File: src/hw/spi_cmd_pkg.sv
package spi_cmd_pkg;

    ////////////////////
    // Widths
    ////////////////////

    localparam int WORD_W      = 16;
    localparam int BYTE_W      = 8;
    localparam int ADDR_W      = 6;
    localparam int STATUS_W    = 14;
    // One FIFO entry holds eight SPI words
    localparam int BURST_WORDS = 8;
    localparam int ADC_W       = BURST_WORDS * WORD_W;
    localparam int CFG_BYTES   = 36;
    localparam int CFG_W       = CFG_BYTES * BYTE_W;

    ////////////////////
    // Address map
    ////////////////////

    localparam logic [ADDR_W-1:0] ADDR_CFG_LAST    = 6'h23;
    // Sampling control stays writable while sampling runs
    localparam logic [ADDR_W-1:0] ADDR_SAMPLE_CTRL = 6'h23;
    localparam logic [ADDR_W-1:0] ADDR_STATUS_LO   = 6'h24;
    localparam logic [ADDR_W-1:0] ADDR_STATUS_HI   = 6'h25;

    ////////////////////
    // Response constants
    ////////////////////

    localparam logic [BYTE_W-1:0] RESP_REGDATA = 8'hC0;
    localparam logic [1:0]        RESP_STATUS  = 2'b01;
    localparam logic [WORD_W-1:0] CRC_INIT     = 16'hFFFF;
    // CCITT polynomial x^16 + x^12 + x^5 + 1
    localparam logic [WORD_W-1:0] CRC_POLY     = 16'h1021;

    // Opcode in cmd_byte[7:6]
    typedef enum logic [1:0] {
        OP_RDREG  = 2'd0,
        OP_RDCRC  = 2'd1,
        OP_WRREG  = 2'd2,
        OP_RDDATA = 2'd3
    } cmd_op_e;

    // One-hot command states
    typedef enum logic [4:0] {
        ST_IDLE       = 5'b00001,
        ST_READ_REG   = 5'b00010,
        ST_WRITE_REG  = 5'b00100,
        ST_READ_DATA  = 5'b01000,
        ST_READ_CRC   = 5'b10000
    } cmd_state_e;

    // One word step of CRC-16-CCITT, MSB first
    function automatic logic [WORD_W-1:0] crc16_next(
        input logic [WORD_W-1:0] crc_in,
        input logic [WORD_W-1:0] data_in
    );
        logic [WORD_W-1:0] crc;
        crc = crc_in;
        for (int i = WORD_W - 1; i >= 0; i--) begin
            if (crc[WORD_W-1] ^ data_in[i]) begin
                crc = {crc[WORD_W-2:0], 1'b0} ^ CRC_POLY;
            end else begin
                crc = {crc[WORD_W-2:0], 1'b0};
            end
        end
        return crc;
    endfunction

endpackage
File: src/hw/spi_cmd_top.sv
module spi_cmd_top (
    input  logic                                SCK,
    input  logic                                NRST,
    input  logic                                cs,
    input  logic                                byte_rcvd,
    input  logic                                word_rcvd,
    input  logic [spi_cmd_pkg::BYTE_W-1:0]      cmd_byte,
    input  logic [spi_cmd_pkg::BYTE_W-1:0]      data_byte,
    input  logic [spi_cmd_pkg::ADC_W-1:0]       adc_data,
    input  logic [spi_cmd_pkg::CFG_W-1:0]       cfg_data,
    input  logic [spi_cmd_pkg::STATUS_W-1:0]    status,
    input  logic                                ensamp,
    output logic [spi_cmd_pkg::WORD_W-1:0]      tx_buff,
    output logic                                fifo_pop,
    output logic [spi_cmd_pkg::ADDR_W-1:0]      reg_addr,
    output logic [spi_cmd_pkg::BYTE_W-1:0]      reg_value,
    output logic                                wr_en
);
    import spi_cmd_pkg::*;

    cmd_state_e                         state;
    logic                               rd_second;
    logic [$clog2(BURST_WORDS)-1:0]     word_idx;
    logic [WORD_W-1:0]                  crc_value;

    // Command FSM
    spi_cmd_decode u_decode (
        .SCK(SCK), .NRST(NRST), .cs(cs),
        .byte_rcvd(byte_rcvd), .word_rcvd(word_rcvd), .cmd_byte(cmd_byte),
        .state(state), .reg_addr(reg_addr), .rd_second(rd_second)
    );

    // Config register writes
    reg_write_ctrl u_write (
        .SCK(SCK), .NRST(NRST), .word_rcvd(word_rcvd), .ensamp(ensamp),
        .state(state), .reg_addr(reg_addr), .data_byte(data_byte),
        .reg_value(reg_value), .wr_en(wr_en)
    );

    // FIFO readout and CRC
    adc_burst_reader u_burst (
        .SCK(SCK), .NRST(NRST), .word_rcvd(word_rcvd), .state(state),
        .adc_data(adc_data), .word_idx(word_idx), .crc_value(crc_value),
        .fifo_pop(fifo_pop)
    );

    ////////////////////
    // Outgoing word
    ////////////////////

    tx_word_mux u_mux (
        .SCK(SCK), .NRST(NRST), .state(state), .rd_second(rd_second),
        .reg_addr(reg_addr), .word_idx(word_idx), .crc_value(crc_value),
        .cfg_data(cfg_data), .status(status), .adc_data(adc_data),
        .tx_buff(tx_buff)
    );

endmodule

File: src/hw/tx_word_mux.sv
module tx_word_mux (
    input  logic                                            SCK,
    input  logic                                            NRST,
    input  spi_cmd_pkg::cmd_state_e                         state,
    input  logic                                            rd_second,
    input  logic [spi_cmd_pkg::ADDR_W-1:0]                  reg_addr,
    input  logic [$clog2(spi_cmd_pkg::BURST_WORDS)-1:0]     word_idx,
    input  logic [spi_cmd_pkg::WORD_W-1:0]                  crc_value,
    input  logic [spi_cmd_pkg::CFG_W-1:0]                   cfg_data,
    input  logic [spi_cmd_pkg::STATUS_W-1:0]                status,
    input  logic [spi_cmd_pkg::ADC_W-1:0]                   adc_data,
    output logic [spi_cmd_pkg::WORD_W-1:0]                  tx_buff
);
    import spi_cmd_pkg::*;

    logic [STATUS_W-1:0] status_meta;
    logic [STATUS_W-1:0] status_q;
    logic [WORD_W-1:0]   status_word;
    logic [BYTE_W-1:0]   reg_byte;

    ////////////////////
    // Status sync
    ////////////////////

    always_ff @(posedge SCK or negedge NRST) begin
        if (!NRST) begin
            status_meta <= '0;
            status_q    <= '0;
        end else begin
            status_meta <= status;
            status_q    <= status_meta;
        end
    end

    // Status with response tag in the low bits
    assign status_word = {status_q, RESP_STATUS};

    // Register read data by address
    always_comb begin
        reg_byte = '0;
        if (reg_addr <= ADDR_CFG_LAST) begin
            reg_byte = cfg_data[reg_addr*BYTE_W +: BYTE_W];
        end else if (reg_addr == ADDR_STATUS_LO) begin
            reg_byte = status_q[BYTE_W-1:0];
        end else if (reg_addr == ADDR_STATUS_HI) begin
            // Upper status bits, zero-extended
            reg_byte = {{(2*BYTE_W-STATUS_W){1'b0}}, status_q[STATUS_W-1:BYTE_W]};
        end
    end

    ////////////////////
    // Response word
    ////////////////////

    always_comb begin
        case (state)
            ST_READ_REG:  tx_buff = rd_second ? {RESP_REGDATA, reg_byte} : status_word;
            ST_READ_DATA: tx_buff = adc_data[word_idx*WORD_W +: WORD_W];
            ST_READ_CRC:  tx_buff = crc_value;
            // Idle and write acknowledge
            default:      tx_buff = status_word;
        endcase
    end

endmodule

File: src/hw/adc_burst_reader.sv
module adc_burst_reader (
    input  logic                                            SCK,
    input  logic                                            NRST,
    input  logic                                            word_rcvd,
    input  spi_cmd_pkg::cmd_state_e                         state,
    input  logic [spi_cmd_pkg::ADC_W-1:0]                   adc_data,
    output logic [$clog2(spi_cmd_pkg::BURST_WORDS)-1:0]     word_idx,
    output logic [spi_cmd_pkg::WORD_W-1:0]                  crc_value,
    output logic                                            fifo_pop
);
    import spi_cmd_pkg::*;

    logic              in_burst;
    logic              burst_word;
    logic              last_word;
    logic              crc_running;
    logic [WORD_W-1:0] cur_word;
    logic [WORD_W-1:0] crc_base;

    assign in_burst   = (state == ST_READ_DATA);
    assign burst_word = in_burst && word_rcvd;
    assign last_word  = (int'(word_idx) == BURST_WORDS - 1);

    // Word on the wire, lowest slice first
    assign cur_word = adc_data[word_idx*WORD_W +: WORD_W];

    ////////////////////
    // Word counter
    ////////////////////

    always_ff @(posedge SCK or negedge NRST) begin
        if (!NRST) begin
            word_idx <= '0;
        end else if (!in_burst) begin
            word_idx <= '0;
        end else if (word_rcvd) begin
            // Wraps into the next FIFO entry
            word_idx <= word_idx + 1'b1;
        end
    end

    // Pop once the eighth word has gone out
    always_ff @(posedge SCK or negedge NRST) begin
        if (!NRST) begin
            fifo_pop <= 1'b0;
        end else begin
            fifo_pop <= burst_word && last_word;
        end
    end

    ////////////////////
    // Burst CRC
    ////////////////////

    // Fresh seed on the first word of a burst
    assign crc_base = crc_running ? crc_value : CRC_INIT;

    always_ff @(posedge SCK or negedge NRST) begin
        if (!NRST) begin
            crc_running <= 1'b0;
            crc_value   <= CRC_INIT;
        end else begin
            if (burst_word) begin
                crc_value   <= crc16_next(crc_base, cur_word);
                crc_running <= 1'b1;
            end else if (!in_burst) begin
                // Keep the result for a later readback
                crc_running <= 1'b0;
            end
        end
    end

    a_pop_pulse: assert property (@(posedge SCK) disable iff (!NRST)
        fifo_pop |=> !fifo_pop);

endmodule

File: src/hw/reg_write_ctrl.sv
module reg_write_ctrl (
    input  logic                                SCK,
    input  logic                                NRST,
    input  logic                                word_rcvd,
    input  logic                                ensamp,
    input  spi_cmd_pkg::cmd_state_e             state,
    input  logic [spi_cmd_pkg::ADDR_W-1:0]      reg_addr,
    input  logic [spi_cmd_pkg::BYTE_W-1:0]      data_byte,
    output logic [spi_cmd_pkg::BYTE_W-1:0]      reg_value,
    output logic                                wr_en
);
    import spi_cmd_pkg::*;

    logic [1:0] ensamp_sync;
    logic       wr_allowed;
    logic       wr_accept;

    ////////////////////
    // Sampling enable sync
    ////////////////////

    always_ff @(posedge SCK or negedge NRST) begin
        if (!NRST) begin
            ensamp_sync <= 2'b00;
        end else begin
            ensamp_sync <= {ensamp_sync[0], ensamp};
        end
    end

    // Config range only; locked while sampling except sample control
    assign wr_allowed = (reg_addr <= ADDR_CFG_LAST) &&
                        (!ensamp_sync[1] || (reg_addr == ADDR_SAMPLE_CTRL));
    assign wr_accept  = (state == ST_WRITE_REG) && word_rcvd && wr_allowed;

    // Single-cycle strobe after the data word
    always_ff @(posedge SCK or negedge NRST) begin
        if (!NRST) begin
            wr_en <= 1'b0;
        end else begin
            wr_en <= wr_accept;
        end
    end

    // Write data held until the next accepted write
    always_ff @(posedge SCK) begin
        if (wr_accept) begin
            reg_value <= data_byte;
        end
    end

    a_wr_en_pulse: assert property (@(posedge SCK) disable iff (!NRST)
        wr_en |=> !wr_en);

    a_wr_en_range: assert property (@(posedge SCK) disable iff (!NRST)
        wr_en |-> (reg_addr <= ADDR_CFG_LAST));

endmodule

File: src/hw/spi_cmd_decode.sv
module spi_cmd_decode (
    input  logic                                SCK,
    input  logic                                NRST,
    input  logic                                cs,
    input  logic                                byte_rcvd,
    input  logic                                word_rcvd,
    input  logic [spi_cmd_pkg::BYTE_W-1:0]      cmd_byte,
    output spi_cmd_pkg::cmd_state_e             state,
    output logic [spi_cmd_pkg::ADDR_W-1:0]      reg_addr,
    output logic                                rd_second
);
    import spi_cmd_pkg::*;

    cmd_state_e nstate;
    cmd_op_e    op;

    // Opcode field of the incoming command
    assign op = cmd_op_e'(cmd_byte[BYTE_W-1:BYTE_W-2]);

    ////////////////////
    // Next state
    ////////////////////

    always_comb begin
        nstate = state;
        case (state)
            ST_IDLE: begin
                if (byte_rcvd) begin
                    case (op)
                        OP_RDREG:  nstate = ST_READ_REG;
                        OP_WRREG:  nstate = ST_WRITE_REG;
                        // Burst and CRC need a zero address field
                        OP_RDDATA: if (cmd_byte[ADDR_W-1:0] == '0) nstate = ST_READ_DATA;
                        OP_RDCRC:  if (cmd_byte[ADDR_W-1:0] == '0) nstate = ST_READ_CRC;
                        default:   nstate = ST_IDLE;
                    endcase
                end
            end
            // Status word first, register data second
            ST_READ_REG:  if (word_rcvd && rd_second) nstate = ST_IDLE;
            ST_WRITE_REG: if (word_rcvd) nstate = ST_IDLE;
            // Burst runs until deselect
            ST_READ_DATA: nstate = ST_READ_DATA;
            ST_READ_CRC:  if (word_rcvd) nstate = ST_IDLE;
            default:      nstate = ST_IDLE;
        endcase
    end

    ////////////////////
    // State register
    ////////////////////

    always_ff @(posedge SCK or negedge NRST) begin
        if (!NRST) begin
            state <= ST_IDLE;
        end else if (cs) begin
            // Deselect aborts any command
            state <= ST_IDLE;
        end else begin
            state <= nstate;
        end
    end

    // Address capture and register-read word count
    always_ff @(posedge SCK or negedge NRST) begin
        if (!NRST) begin
            reg_addr  <= '0;
            rd_second <= 1'b0;
        end else begin
            if (byte_rcvd && (state == ST_IDLE)) begin
                reg_addr <= cmd_byte[ADDR_W-1:0];
            end
            if ((state == ST_READ_REG) && word_rcvd) begin
                rd_second <= 1'b1;
            end else if (state != ST_READ_REG) begin
                rd_second <= 1'b0;
            end
        end
    end

    a_state_legal: assert property (@(posedge SCK) disable iff (!NRST)
        state inside {ST_IDLE, ST_READ_REG, ST_WRITE_REG, ST_READ_DATA, ST_READ_CRC});

endmodule

File: config.mk
export PLATFORM = sky130hd
export DESIGN_NAME = spi_cmd_top
export DESIGN_NICKNAME = d
export VERILOG_FILES = /design/src/hw/spi_cmd_pkg.sv /design/src/hw/spi_cmd_top.sv /design/src/hw/tx_word_mux.sv /design/src/hw/adc_burst_reader.sv /design/src/hw/reg_write_ctrl.sv /design/src/hw/spi_cmd_decode.sv
export SDC_FILE = /design/constraint.sdc
export NUM_CORES = 1
export LEC_CHECK = 0
export BUFFER_PORTS_ARGS = -buffer_cell sky130_fd_sc_hd__buf_2
export CAP_MARGIN = 0
export CORE_AREA = 2 2 190 192
export DETAILED_ROUTE_END_ITERATION = 10
export DIE_AREA = 0 0 192 194
export MAX_ROUTING_LAYER = met4
export SLEW_MARGIN = 20
export SYNTH_ARGS = -nofsm -noshare
export SYNTH_HDL_FRONTEND = slang
export SYNTH_SLANG_ARGS = --single-unit
File: constraint.sdc
create_clock -name SCK -period 5.3 [get_ports SCK]
set_input_delay 0.265 -clock SCK [delete_from_list [all_inputs] [get_ports SCK]]
set_output_delay 0.265 -clock SCK [all_outputs]
set_load 0.005 [all_outputs]
After elaboration in Yosys (flattened, before gate mapping)
Index checks and enable logic that the tools add are counted.

Add/sub/neg operators: 1. Magnitude comparators: 1. Eq/ne operators: 20. Shift-type cells: 2. Multiplexer cells: 51. Bitwise logic cells: 32. Reduce and logical (&&, ||, !) cells: 15.

Operator list (number): $shiftx A288 B10 Y8 (1); $mux W16 (17); $mux W13 (16); $shiftx A128 B8 Y16 (1); $not A3 Y3 (16); $pmux W16 S3 (1); $pmux W5 S4 (2); $mux W5 (6); $eq A6 B6 Y1 const B (3); $mux W8 (2); $xor A1 B1 Y1 (16); $logic_and A1 B1 Y1 (8); $ne A4 B3 Y1 const B (2); $le A6 B6 Y1 const B (1); $logic_not A6 Y1 (1); $mux W3 (2); $mux W6 (1); $eq A5 B1 Y1 const B (1); $eq A5 B2 Y1 const B (1); $eq A5 B3 Y1 const B (1); $eq A5 B4 Y1 const B (1); $eq A5 B5 Y1 const B (1); $ne A5 B2 Y1 const B (1); $reduce_and A5 Y1 (1); other kinds (14) (19).

Flip-flop bits (word level): 72.

Logic depth before layout (Yosys ltp)
Gate-level depths: netlist of run 1.

Word-level depth: 48. Gate-level depth with buffers: 10. Gate-level depth less buffers: 8.

Hierarchy
A second synthesis of run 1 with hierarchy kept.

Cells, all modules: 668. Area total of the unflattened synthesis: 8189.1 µm².

By module, submodules not included: tx_word_mux (times used 1, cells an instance 386, area an instance 4712.0 µm², seq. area each 700.7 µm²); adc_burst_reader (times used 1, cells an instance 216, area an instance 2519.9 µm², seq. area each 545.5 µm²); spi_cmd_decode (times used 1, cells an instance 50, area an instance 600.6 µm², seq. area each 301.5 µm²); reg_write_ctrl (times used 1, cells an instance 16, area an instance 356.6 µm², seq. area each 315.3 µm²).

Worst setup path after synthesis of run 1
Ideal clock, no wire load.

Path kind: reg2out. Start: register u_decode.reg_addr[0] in the netlist's numbering. End: output port tx_buff[3] in the netlist's numbering. Arrival: 2.613 ns. Path slack: 2.422 ns. Stages on the path, launching flop included: 9. Path buffers: 3. Cell sequence: dfrtp_1 > buf_2 > buf_2 > buf_2 > mux4_2 > mux4_2 > mux2_2 > o21ai_0 > o211ai_1.

Longest elaborated chain between the ends: 6.

Ends and longest elaborated chain: start: declaration (RTL line spi_cmd_decode.sv:9) `output logic [spi_cmd_pkg::ADDR_W-1:0] reg_addr,`; start signal: assignment (RTL line spi_cmd_decode.sv:71) `reg_addr <= cmd_byte[ADDR_W-1:0];`; parallel branches: the longest is 3 deep, another holds $shiftx A288 B10 Y8; $mux W8 (*) (RTL line tx_word_mux.sv:41) `if (reg_addr <= ADDR_CFG_LAST) begin`; $mux W16 (*) (RTL line tx_word_mux.sv:57) `ST_READ_REG: tx_buff = rd_second ? {RESP_REGDATA, reg_byte} : status_word;`; $pmux W16 S3 (*) (RTL line tx_word_mux.sv:56) `case (state)`; end: declaration (RTL line spi_cmd_top.sv:13) `output logic [spi_cmd_pkg::WORD_W-1:0] tx_buff,`.

Every way passes the cells marked *.

Worst setup path in the final report of run 1
Start: register u_decode.reg_addr[1] in the netlist's numbering. End: output port tx_buff[1] in the netlist's numbering.

Same word-level chain as after synthesis.

==> reports/metrics.yaml, run 1 <==
run_status:
  status: "completed"
clocking:
  holdBufCountCts: 0
  path_clk_slew_ns: 0.07
  tritoncts: "built"
  cts_sinks: 72
  insertion_delay_ns: 0.34
  clock_path_buffers: 2
  cts_buffers: 9
  cts_resized: 0
  cts_max_level: 3
  cts_setup_buffers: 0
  cts_root_buf: "clkbuf_16"
synthesis:
  syn-cell-area_um2: 7020
  syn-num-nets: 1010
  synthArstFlopShare_pct: 88.9
  synth_edf_count: 8
  ys.flop_type: "dfrtp_1"
  synthCells: 556
  ys_ff_latch: 72
  synth.avg_cell_area_um2: 12.6
  yosysWarnings: 0
  synth-seq-area-share_pct: 26.5
  synth_cell_types: 64
detailed_routing:
  ant_nets: 0
  firstDrtPassIters: 6
  drt_iter0_markers: 371
  drt-vias-per-instance: 4.77
  routedWlPerCell_um: 22.9
  drt-total-wl_um: 34200
  drc: 0
  num_vias: 7119
global_route:
  track_usage_pct: 18.1
  grt_pass1_wl_um: 47700
  overflow: 0
  grt_max_degree: 65
  first_global_vias: 7510
  antenna_found_initial: 16
place:
  io_buffer_count: 483
  place.gp.congestion: 0.991
  place_area_um2: 9840
  place_hpwl_um: 29200
  dp_slack_ns: 1.73
timing:
  finalHoldViolations: 0
  worst_slack_ns: 1.54
  worst_pin_slew_ns: 1.04
  fin_crit_ns: 3.76
  rsz0062_at_grt: "false"
  post-route-period-util_pct: 71.0
  setup_viol: 0
  slew_viol_final: 0
  finalClockSkew_ns: 0.00606
  fmax_ghz: 0.266
  holdWs_ns: 0.0213
  tns_ns: 0
  relSlewSlack_pct: 30.0
min_path:
  hold_path.startpoint: "ensamp"
  min_to: "u_write.ensamp_sync[0]"
  whs_path_depth: 1
  hp-class: "input port to register"
floorplanning:
  core_area_um2: 35200
  initial_core_util_pct: 19.9
  die_y_um: 194
  fp-row-count: 69
  die_w_um: 192
  dieArea_um2: 37200
  io_pins: 484
power:
  power.share.switching_pct: 39.8
  ir_worst_vdd_uv: 210
  p_sw_mw: 1.41
  power_density_nw_per_um2: 347
  power_frac_comb_pct: 55.5
  p_seq_share_pct: 26.1
  clkPwrFrac_pct: 18.4
  power.leakage_nw: 4.40
  internal_power_mw: 2.13
  power.total_mw: 3.54
critical_path:
  r2r_cells: 7
  crit_path_start_kind: "register"
  rrSetupSlack_ns: 1.80
  rr_endpoint: "u_burst.crc_value[12]"
  worstPathRequired_ns: 5.04
  cp_max_fo: 48
  worstPathArrival_ns: 3.50
  critPathCaptureType: "primary output"
  crit_start: "u_decode.reg_addr[1]"
  r2r_start: "u_burst.word_idx[0]"
  worstSetupPathType: "register to primary output"
layout:
  fin_nets: 1468
  area_delta_synth_final_pct: 45.1
  drive_gt1_share_pct: 65.4
  final_cell_area_um2: 10200
flow_run:
  drv_cap: 0
cells in the final DEF, fill, tap and decap left out, types with 11 or more instances in the layout:
master,n
xnor2_1,29
dfstp_2,17
nor2b_1,21
mux2_2,15
buf_2,483
buf_4,12
mux2i_1,28
nand2b_1,11
nor2_1,24
dfrtp_1,44
o21ai_1,11
diode_2,12
nand2_1,47
mux4_2,103
a21oi_1,11
stage by stage:
stage	utilization (%)	cells
3_3_place_gp	27.9	1464
4_1_cts	28.8	1480
3_5_place_dp	27.9	1464
5_1_grt	28.9	1491
6_report	28.9	1492
2_1_floorplan	-	556
how the worst max path moves through the flow:
| stage | end | slack, ns | cells past startpoint |
|---|---|---|---|
| floorplan | tx_buff[3] | 2.42 | 8 |
| CTS | tx_buff[0] | 1.46 | 7 |
| global route | tx_buff[6] | 1.24 | 9 |
| detailed placement | u_burst.crc_value[12] | 1.73 | 7 |
| global placement | tx_buff[2] | 1.85 | 7 |
| finish | tx_buff[1] | 1.54 | 8 |
power by group through the flow:
stage / clock network (mW) / logic (mW) / registers, mW
final: 0.650 / 1.96 / 0.924
after global routing: 0.688 / 2.11 / 0.955
after CTS: 0.668 / 2.00 / 0.927
after detailed placement: 0 / 1.99 / 0.939
after global placement: 0 / 1.98 / 0.932
after floorplan: 0 / 1.54 / 0.709
critical path: stages (launching register included):
cell	delay (ns)
dfrtp_4	0.83
buf_4	0.48
mux4_2	0.41
mux4_2	0.49
mux2i_1	0.22
nor2_1	0.08
a211oi_1	0.19
o221ai_1	0.20
buf_2	0.21
state kept, by name, summed over array words and instances (netlist names):
signal / cells
u_burst.crc_value: 16
u_mux.status_meta: 14
u_mux.status_q: 14
u_write.reg_value: 8
u_decode.reg_addr: 6
u_decode.state: 5
u_burst.word_idx: 3
u_write.ensamp_sync: 2
u_burst.crc_running: 1
u_burst.fifo_pop: 1
u_decode.rd_second: 1
u_write.wr_en: 1
synth_stat cells, drive strengths merged (5+ instances only):
| master | number | area (um2) |
|---|---|---|
| a21oi | 11 | 55.1 |
| a221o | 8 | 81.3 |
| a22oi | 8 | 60.1 |
| buf | 25 | 175 |
| clkbuf | 23 | 96.3 |
| dfrtp | 47 | 1180 |
| dfstp | 17 | 447 |
| edfxtp | 8 | 240 |
| inv | 6 | 22.5 |
| mux2 | 21 | 236 |
| mux2i | 31 | 348 |
| mux4 | 103 | 2320 |
| nand2 | 47 | 176 |
| nand2b | 11 | 68.8 |
| nand3 | 9 | 45.0 |
| nor2 | 24 | 90.1 |
| nor2b | 21 | 131 |
| nor3 | 7 | 35.0 |
| o2111ai | 7 | 61.3 |
| o21ai | 19 | 95.1 |
| o22ai | 5 | 31.3 |
| xnor2 | 39 | 473 |
| xor2 | 6 | 60.1 |
routing by layer:
layer / track usage (%) / part of all wire (%) / vias to the layer above
met5: - / 0 / -
met4: 7.41 / 3.8 / 0
met3: 2.33 / 6.6 / 58
met2: 33.3 / 53 / 404
met1: 19.4 / 37 / 3491
li1: - / - / 3166
logic make-up after synthesis:
logic type | count (synthesis) | synth area share (%)
DFF | 72 | 26.5
buffers and inverters | 54 | 4.19
adders and majority gates | 2 | 0.357
muxes | 155 | 41.4
AOI/OAI and AO/OA | 93 | 9.61
and+or+nand+nor | 131 | 9.02
xor gates and xnor gates | 49 | 8.90
layout make-up:
cell class | count | area [um2]
fill | 3732 | 25000
timing repair buffer | 495 | 2510
sequential | 72 | 1870
clock buffer | 9 | 225
clock inverter | 7 | 83.8
multi-input combinational | 430 | 4870
inverter | 6 | 22.5
antenna | 12 | 30.0
tap | 461 | 577
Note: power is estimated with default switching activity, not from simulation.
==> run 2: changes to the inputs <==
CORE_AREA = 2 2 186 188   (was 2 2 190 192)
DIE_AREA = 0 0 188 190   (was 0 0 192 194)
clock period = 3.9 ns   (was 5.3 ns; I/O delays follow)
==> reports/metrics.yaml, run 2 (same netlist as run 1, synthesis figures left out) <==
run_status:
  status: "complete, but fails checks"
  violations: "hold timing"
detailed_routing:
  drt_iter0_markers: 454  # +22%
  ant_nets: 0  # unchanged
  drt-vias-per-instance: 4.81  # +0.72%
  drt-total-wl_um: 33000  # -3.5%
  firstDrtPassIters: 6  # unchanged
  routedWlPerCell_um: 21.8  # -4.6%
  drc: 0  # unchanged
  num_vias: 7252  # +1.9%
critical_path:
  worstPathRequired_ns: 3.70  # -1.34 ns
  worstSetupPathType: "register to primary output"
  cp_max_fo: 33  # -31%
  critPathCaptureType: "primary output"
  worstPathArrival_ns: 3.42  # -0.08 ns
  crit_path_start_kind: "register"
clocking:
  cts_max_level: 3  # unchanged
  cts_buffers: 9  # unchanged
  path_clk_slew_ns: 0.06  # about the same
  insertion_delay_ns: 0.35  # about the same
  cts_sinks: 72  # unchanged
  tritoncts: "built"
  cts_root_buf: "clkbuf_16"
  cts_setup_buffers: 0  # unchanged
  clock_path_buffers: 2  # unchanged
  cts_resized: 0  # unchanged
floorplanning:
  die_y_um: 190  # -2.1%
  die_w_um: 188  # -2.1%
  core_area_um2: 33900  # -3.6%
  initial_core_util_pct: 20.7  # +0.75 points
  dieArea_um2: 35700  # -4.1%
  io_pins: 484  # unchanged
  fp-row-count: 68  # -1.4%
power:
  ir_worst_vdd_uv: 192  # -8.8%
  p_sw_mw: 1.93  # +37%
  power_density_nw_per_um2: 468  # +35%
  power_frac_comb_pct: 57.4  # +1.9 points
  clkPwrFrac_pct: 18.1  # -0.3 points
  internal_power_mw: 2.95  # +38%
  power.share.switching_pct: 39.5  # -0.27 points
  power.leakage_nw: 4.52  # +2.7%
  p_seq_share_pct: 24.5  # -1.6 points
timing:
  finalClockSkew_ns: 0.00654  # +0.000480 ns
  fin_crit_ns: 3.61
  finalHoldViolations: 23  # +23
  holdWs_ns: -0.0123  # -0.0337 ns
  fmax_ghz: 0.277
  worst_slack_ns: 0.286  # -1.25 ns
  tns_ns: 0  # unchanged
  relSlewSlack_pct: 38.8  # +8.8 points
  worst_pin_slew_ns: 0.917  # -0.123 ns
  slew_viol_final: 0  # unchanged
  post-route-period-util_pct: 92.7
  rsz0062_at_grt: "false"
  setup_viol: 0  # unchanged
global_route:
  grt_pass1_wl_um: 47500  # -0.32%
  antenna_found_initial: 10  # -6
  grt_max_degree: 49  # -25%
  first_global_vias: 7760  # +3.3%
  track_usage_pct: 18.6  # +0.52 points
  overflow: 0  # unchanged
layout:
  area_delta_synth_final_pct: 48.3
  top_regs: "u_burst.crc_value (16), u_mux.status_meta (14), u_mux.status_q (14)"
  fillers: 3529  # -5.4%
  final_cell_mix: "buf_2 (483), mux4_2 (103), nand2_1 (47)"
  drive_gt1_share_pct: 64.7  # -0.67 points
  top_register: "u_burst.crc_value"
  fin_nets: 1494  # +1.8%
  final_common_cell: "buf_2"
  largest_reg_flops: 16  # unchanged
place:
  place.gp.congestion: 0.960  # -3.1%
  dp_slack_ns: 0.563  # -1.17 ns
  io_buffer_count: 483  # unchanged
  place_hpwl_um: 28500  # -2.5%
min_path:
  hp-class: "input port to asynchronous set/reset pin"
flow_run:
  drv_cap: 0  # unchanged
-- run 2: changes by cell type in the layout (fill, tap and decap cells not counted) --
cell / change
clkinvlp_4: +1
inv_8: +1
dlygate4sd3_1: +15
buf_12: +1
clkinv_4: -1
nor3_1: +1
diode_2: -3
buf_4: +10
inv_6: -1
nor3_2: -1
-- run 2: layout make-up --
class | instances | area (um2) | area share (%)
Clock buffer | 9 | 225 | 2.16
Clock inverter | 7 | 85.1 | 0.817
Multi-Input combinational cell | 430 | 4860 | 46.7
Tap cell | 455 | 569 | 5.47
Sequential cell | 72 | 1870 | 18.0
Timing Repair Buffer | 521 | 2750 | 26.4
Antenna cell | 9 | 22.5 | 0.216
Inverter | 6 | 22.5 | 0.216
-- run 2: path summary, 6_finish.rpt --
check / startpoint / end / slack [ns] / depth (start not counted)
max in group asynchronous: NRST / u_burst.crc_value[12] / 2.97 / 2
min reg2reg: u_mux.status_meta[12] / u_mux.status_q[12] / 0.34 / 0
min: NRST / u_mux.status_q[2] / -0.01 / 1
min in group SCK: data_byte[5] / u_write.reg_value[5] / 0.02 / 1
max: u_decode.reg_addr[0] / tx_buff[6] / 0.29 / 9
max reg2reg: u_burst.word_idx[0] / u_burst.crc_value[9] / 0.72 / 8
-- run 2: critical path: stages, from the launching register on --
cell and delay [ns]:
dfrtp_4 0.82, buf_4 0.52, mux4_2 0.56, nor3_1 0.14, nor3_1 0.07, a311oi_1 0.34, o311ai_0 0.17, a21oi_1 0.19
a21oi_1 0.09, buf_2 0.15
-- run 2: metrics by stage --
stage / utilization [%] / cell area, um2 / hold slack [ns] / cells / power [mW]
after floorplan: - / 7020 / -0.101 / 556 / 3.06
after global placement: 29.2 / 9930 / 0.305 / 1469 / 4.03
after detailed placement: 29.2 / 9930 / 0.305 / 1469 / 4.05
after CTS: 30.6 / 10400 / 0.00279 / 1500 / 4.97
after global routing: 30.7 / 10400 / 0.00487 / 1508 / 5.21
final: 30.7 / 10400 / -0.0123 / 1509 / 4.88
-- run 2: power groups by stage --
stage / registers (mW) / logic (mW) / clock network, mW
after floorplan: 0.964 / 2.09 / 0
after global placement: 1.21 / 2.81 / 0
after detailed placement: 1.22 / 2.84 / 0
after CTS: 1.20 / 2.86 / 0.903
after global routing: 1.23 / 3.03 / 0.940
final: 1.20 / 2.80 / 0.881
-- run 2: timing repair --
action,4_1_cts,5_1_grt
endpoints found under the hold margin,15,0
setup endpoints to repair,0,0
hold buffers,15,0
-- run 2: routing by layer --
metal,track usage (%),vias to the layer above,wire [um]
li1,-,3208,-
met1,20.3,3610,12200
met2,33.6,380,17500
met3,2.16,54,1810
met4,9.60,0,1540
met5,-,-,0
==> run 3: changes to the inputs <==
CELL_PAD_IN_SITES_DETAIL_PLACEMENT = 0   (was not set)
CELL_PAD_IN_SITES_GLOBAL_PLACEMENT = 2   (was not set)
CORE_AREA = 2 2 190 192   (was 2 2 186 188)
DIE_AREA = 0 0 192 194   (was 0 0 188 190)
PLACE_DENSITY_LB_ADDON = 0.1   (was not set)
==> reports/metrics.yaml, run 3 (same netlist as run 1, synthesis figures left out) <==
timing:
  finalHoldViolations: 0  # -100%
  relSlewSlack_pct: 37.0  # -1.8 points
  setup_viol: 0  # unchanged
  worst_pin_slew_ns: 0.942  # +0.0249 ns
  post-route-period-util_pct: 92.0  # -0.69 points
  worst_slack_ns: 0.313  # +0.0269 ns
  rsz0062_at_grt: "false"
  tns_ns: 0  # unchanged
  slew_viol_final: 0  # unchanged
  finalClockSkew_ns: 0.00683  # +0.000286 ns
  fin_crit_ns: 3.59  # -0.0269 ns
  fmax_ghz: 0.279  # +0.75%
clocking:
  cts_resized: 0  # unchanged
  cts_buffers: 9  # unchanged
  cts_max_level: 3  # unchanged
  tritoncts: "built"
  path_clk_slew_ns: 0.07  # about the same
  clock_path_buffers: 2  # unchanged
  cts_sinks: 72  # unchanged
  cts_root_buf: "clkbuf_16"
  insertion_delay_ns: 0.35  # about the same
  holdBufCountCts: 16  # +1
  cts_setup_buffers: 0  # unchanged
global_route:
  grt_max_degree: 61  # +24%
  antenna_found_initial: 10  # unchanged
  overflow: 0  # unchanged
  grt_pass1_wl_um: 49500  # +4.2%
  track_usage_pct: 18.8  # +0.16 points
  first_global_vias: 7892  # +1.7%
layout:
  top_register: "u_burst.crc_value"
  area_delta_synth_final_pct: 49.2
  final_common_cell: "buf_2"
  top_regs: "u_burst.crc_value (16), u_mux.status_meta (14), u_mux.status_q (14)"
  fillers: 3801  # +7.7%
  drive_gt1_share_pct: 64.8  # +0.14 points
  final_cell_mix: "buf_2 (483), mux4_2 (103), nand2_1 (47)"
  final_cell_count_no_fill: 1523  # +0.93%
  fin_nets: 1501  # +0.47%
  largest_reg_flops: 16  # unchanged
floorplanning:
  fp-row-count: 69  # +1.5%
  core_area_um2: 35200  # +3.8%
  io_pins: 484  # unchanged
  initial_core_util_pct: 19.9  # -0.75 points
  die_y_um: 194  # +2.1%
  die_w_um: 192  # +2.1%
  dieArea_um2: 37200  # +4.3%
power:
  ir_worst_vdd_uv: 236  # +23%
  power_density_nw_per_um2: 459  # -1.9%
  power.leakage_nw: 4.55  # +0.62%
detailed_routing:
  drt_iter0_markers: 280  # -38%
  drt-total-wl_um: 34300  # +4.0%
  num_vias: 6922  # -4.6%
  drc: 0  # unchanged
  routedWlPerCell_um: 22.5  # +3.0%
  firstDrtPassIters: 4  # -2
  ant_nets: 0  # unchanged
  drt-vias-per-instance: 4.54  # -5.4%
critical_path:
  worstPathRequired_ns: 3.70  # about the same
  crit_slowest_cell: "dfrtp_4"
  cp_num_buf_inv: 2  # unchanged
  cp_max_fo: 28  # -15%
  cpMostUsedCell: "mux4_2"
  worstSetupPathType: "register to primary output"
  crit_family: "multiplexers"
  critPathCaptureType: "primary output"
  slowest_delay_ns: 0.78  # -0.04 ns
  crit_chain: "buf_12 > mux4_2 > mux4_2 > mux2i_1 > a2111oi_0 > o22a_1 > buf_2"
  crit_path_start_kind: "register"
  worstPathArrival_ns: 3.39  # -0.03 ns
place:
  dp_slack_ns: 0.637  # +0.0732 ns
  place_hpwl_um: 29400  # +3.2%
  place_inst: 1481  # +0.82%
  io_buffer_count: 483  # unchanged
  place.gp.congestion: 0.849  # -12%
min_path:
  hp-class: "input port to register"
flow_run:
  drv_cap: 0  # unchanged
run_status:
  status: "completed"
run 3: cell type report:
| cell class | instances | area [um2] | share of cell area (%) |
|---|---|---|---|
| multi-input combinational | 430 | 4860 | 46.4 |
| clock buffer | 9 | 225 | 2.15 |
| sequential | 72 | 1870 | 17.9 |
| tap | 461 | 577 | 5.51 |
| timing repair buffer | 528 | 2810 | 26.8 |
| antenna | 10 | 25.0 | 0.239 |
| clock inverter | 7 | 78.8 | 0.753 |
| inverter | 6 | 22.5 | 0.215 |
run 3: report_power, final:
part | internal, mW | switching, mW | total, mW
logic | 1.56 | 1.19 | 2.75
registers | 0.892 | 0.294 | 1.19
clock network | 0.503 | 0.368 | 0.870
run 3: path summary, 6_finish.rpt:
path | startpoint | endpoint | slack [ns] | depth (start not counted)
hold reg to reg | u_mux.status_meta[2] | u_mux.status_q[2] | 0.35 | 0
setup / recovery | u_decode.reg_addr[0] | tx_buff[4] | 0.31 | 7
max in group asynchronous | NRST | u_burst.crc_value[15] | 2.42 | 3
setup reg to reg | u_burst.word_idx[0] | u_burst.crc_value[9] | 0.88 | 8
min in group asynchronous | NRST | u_burst.word_idx[1] | 0.49 | 2
hold / removal | data_byte[7] | u_write.reg_value[7] | 0.02 | 1
run 3: per-stage QoR:
stage / instance area, um2 / hold WS [ns] / util [%] / total power, mW
finish: 10500 / 0.0202 / 29.7 / 4.81
global route: 10500 / 0.00115 / 29.7 / 5.18
CTS: 10400 / 0.00375 / 29.6 / 4.94
detailed placement: 9980 / 0.306 / 28.3 / 4.02
global placement: 9980 / 0.305 / 28.3 / 4.03
floorplan: 7020 / -0.101 / - / 3.06
run 3: per-layer routing:
layer  wire, um  vias up  GRT usage, %
met3       2070       26          3.26
met5          0        -             -
li1           -     3220             -
met1      13700     3377          21.7
met2      18000      299          33.4
met4        509        0          4.89
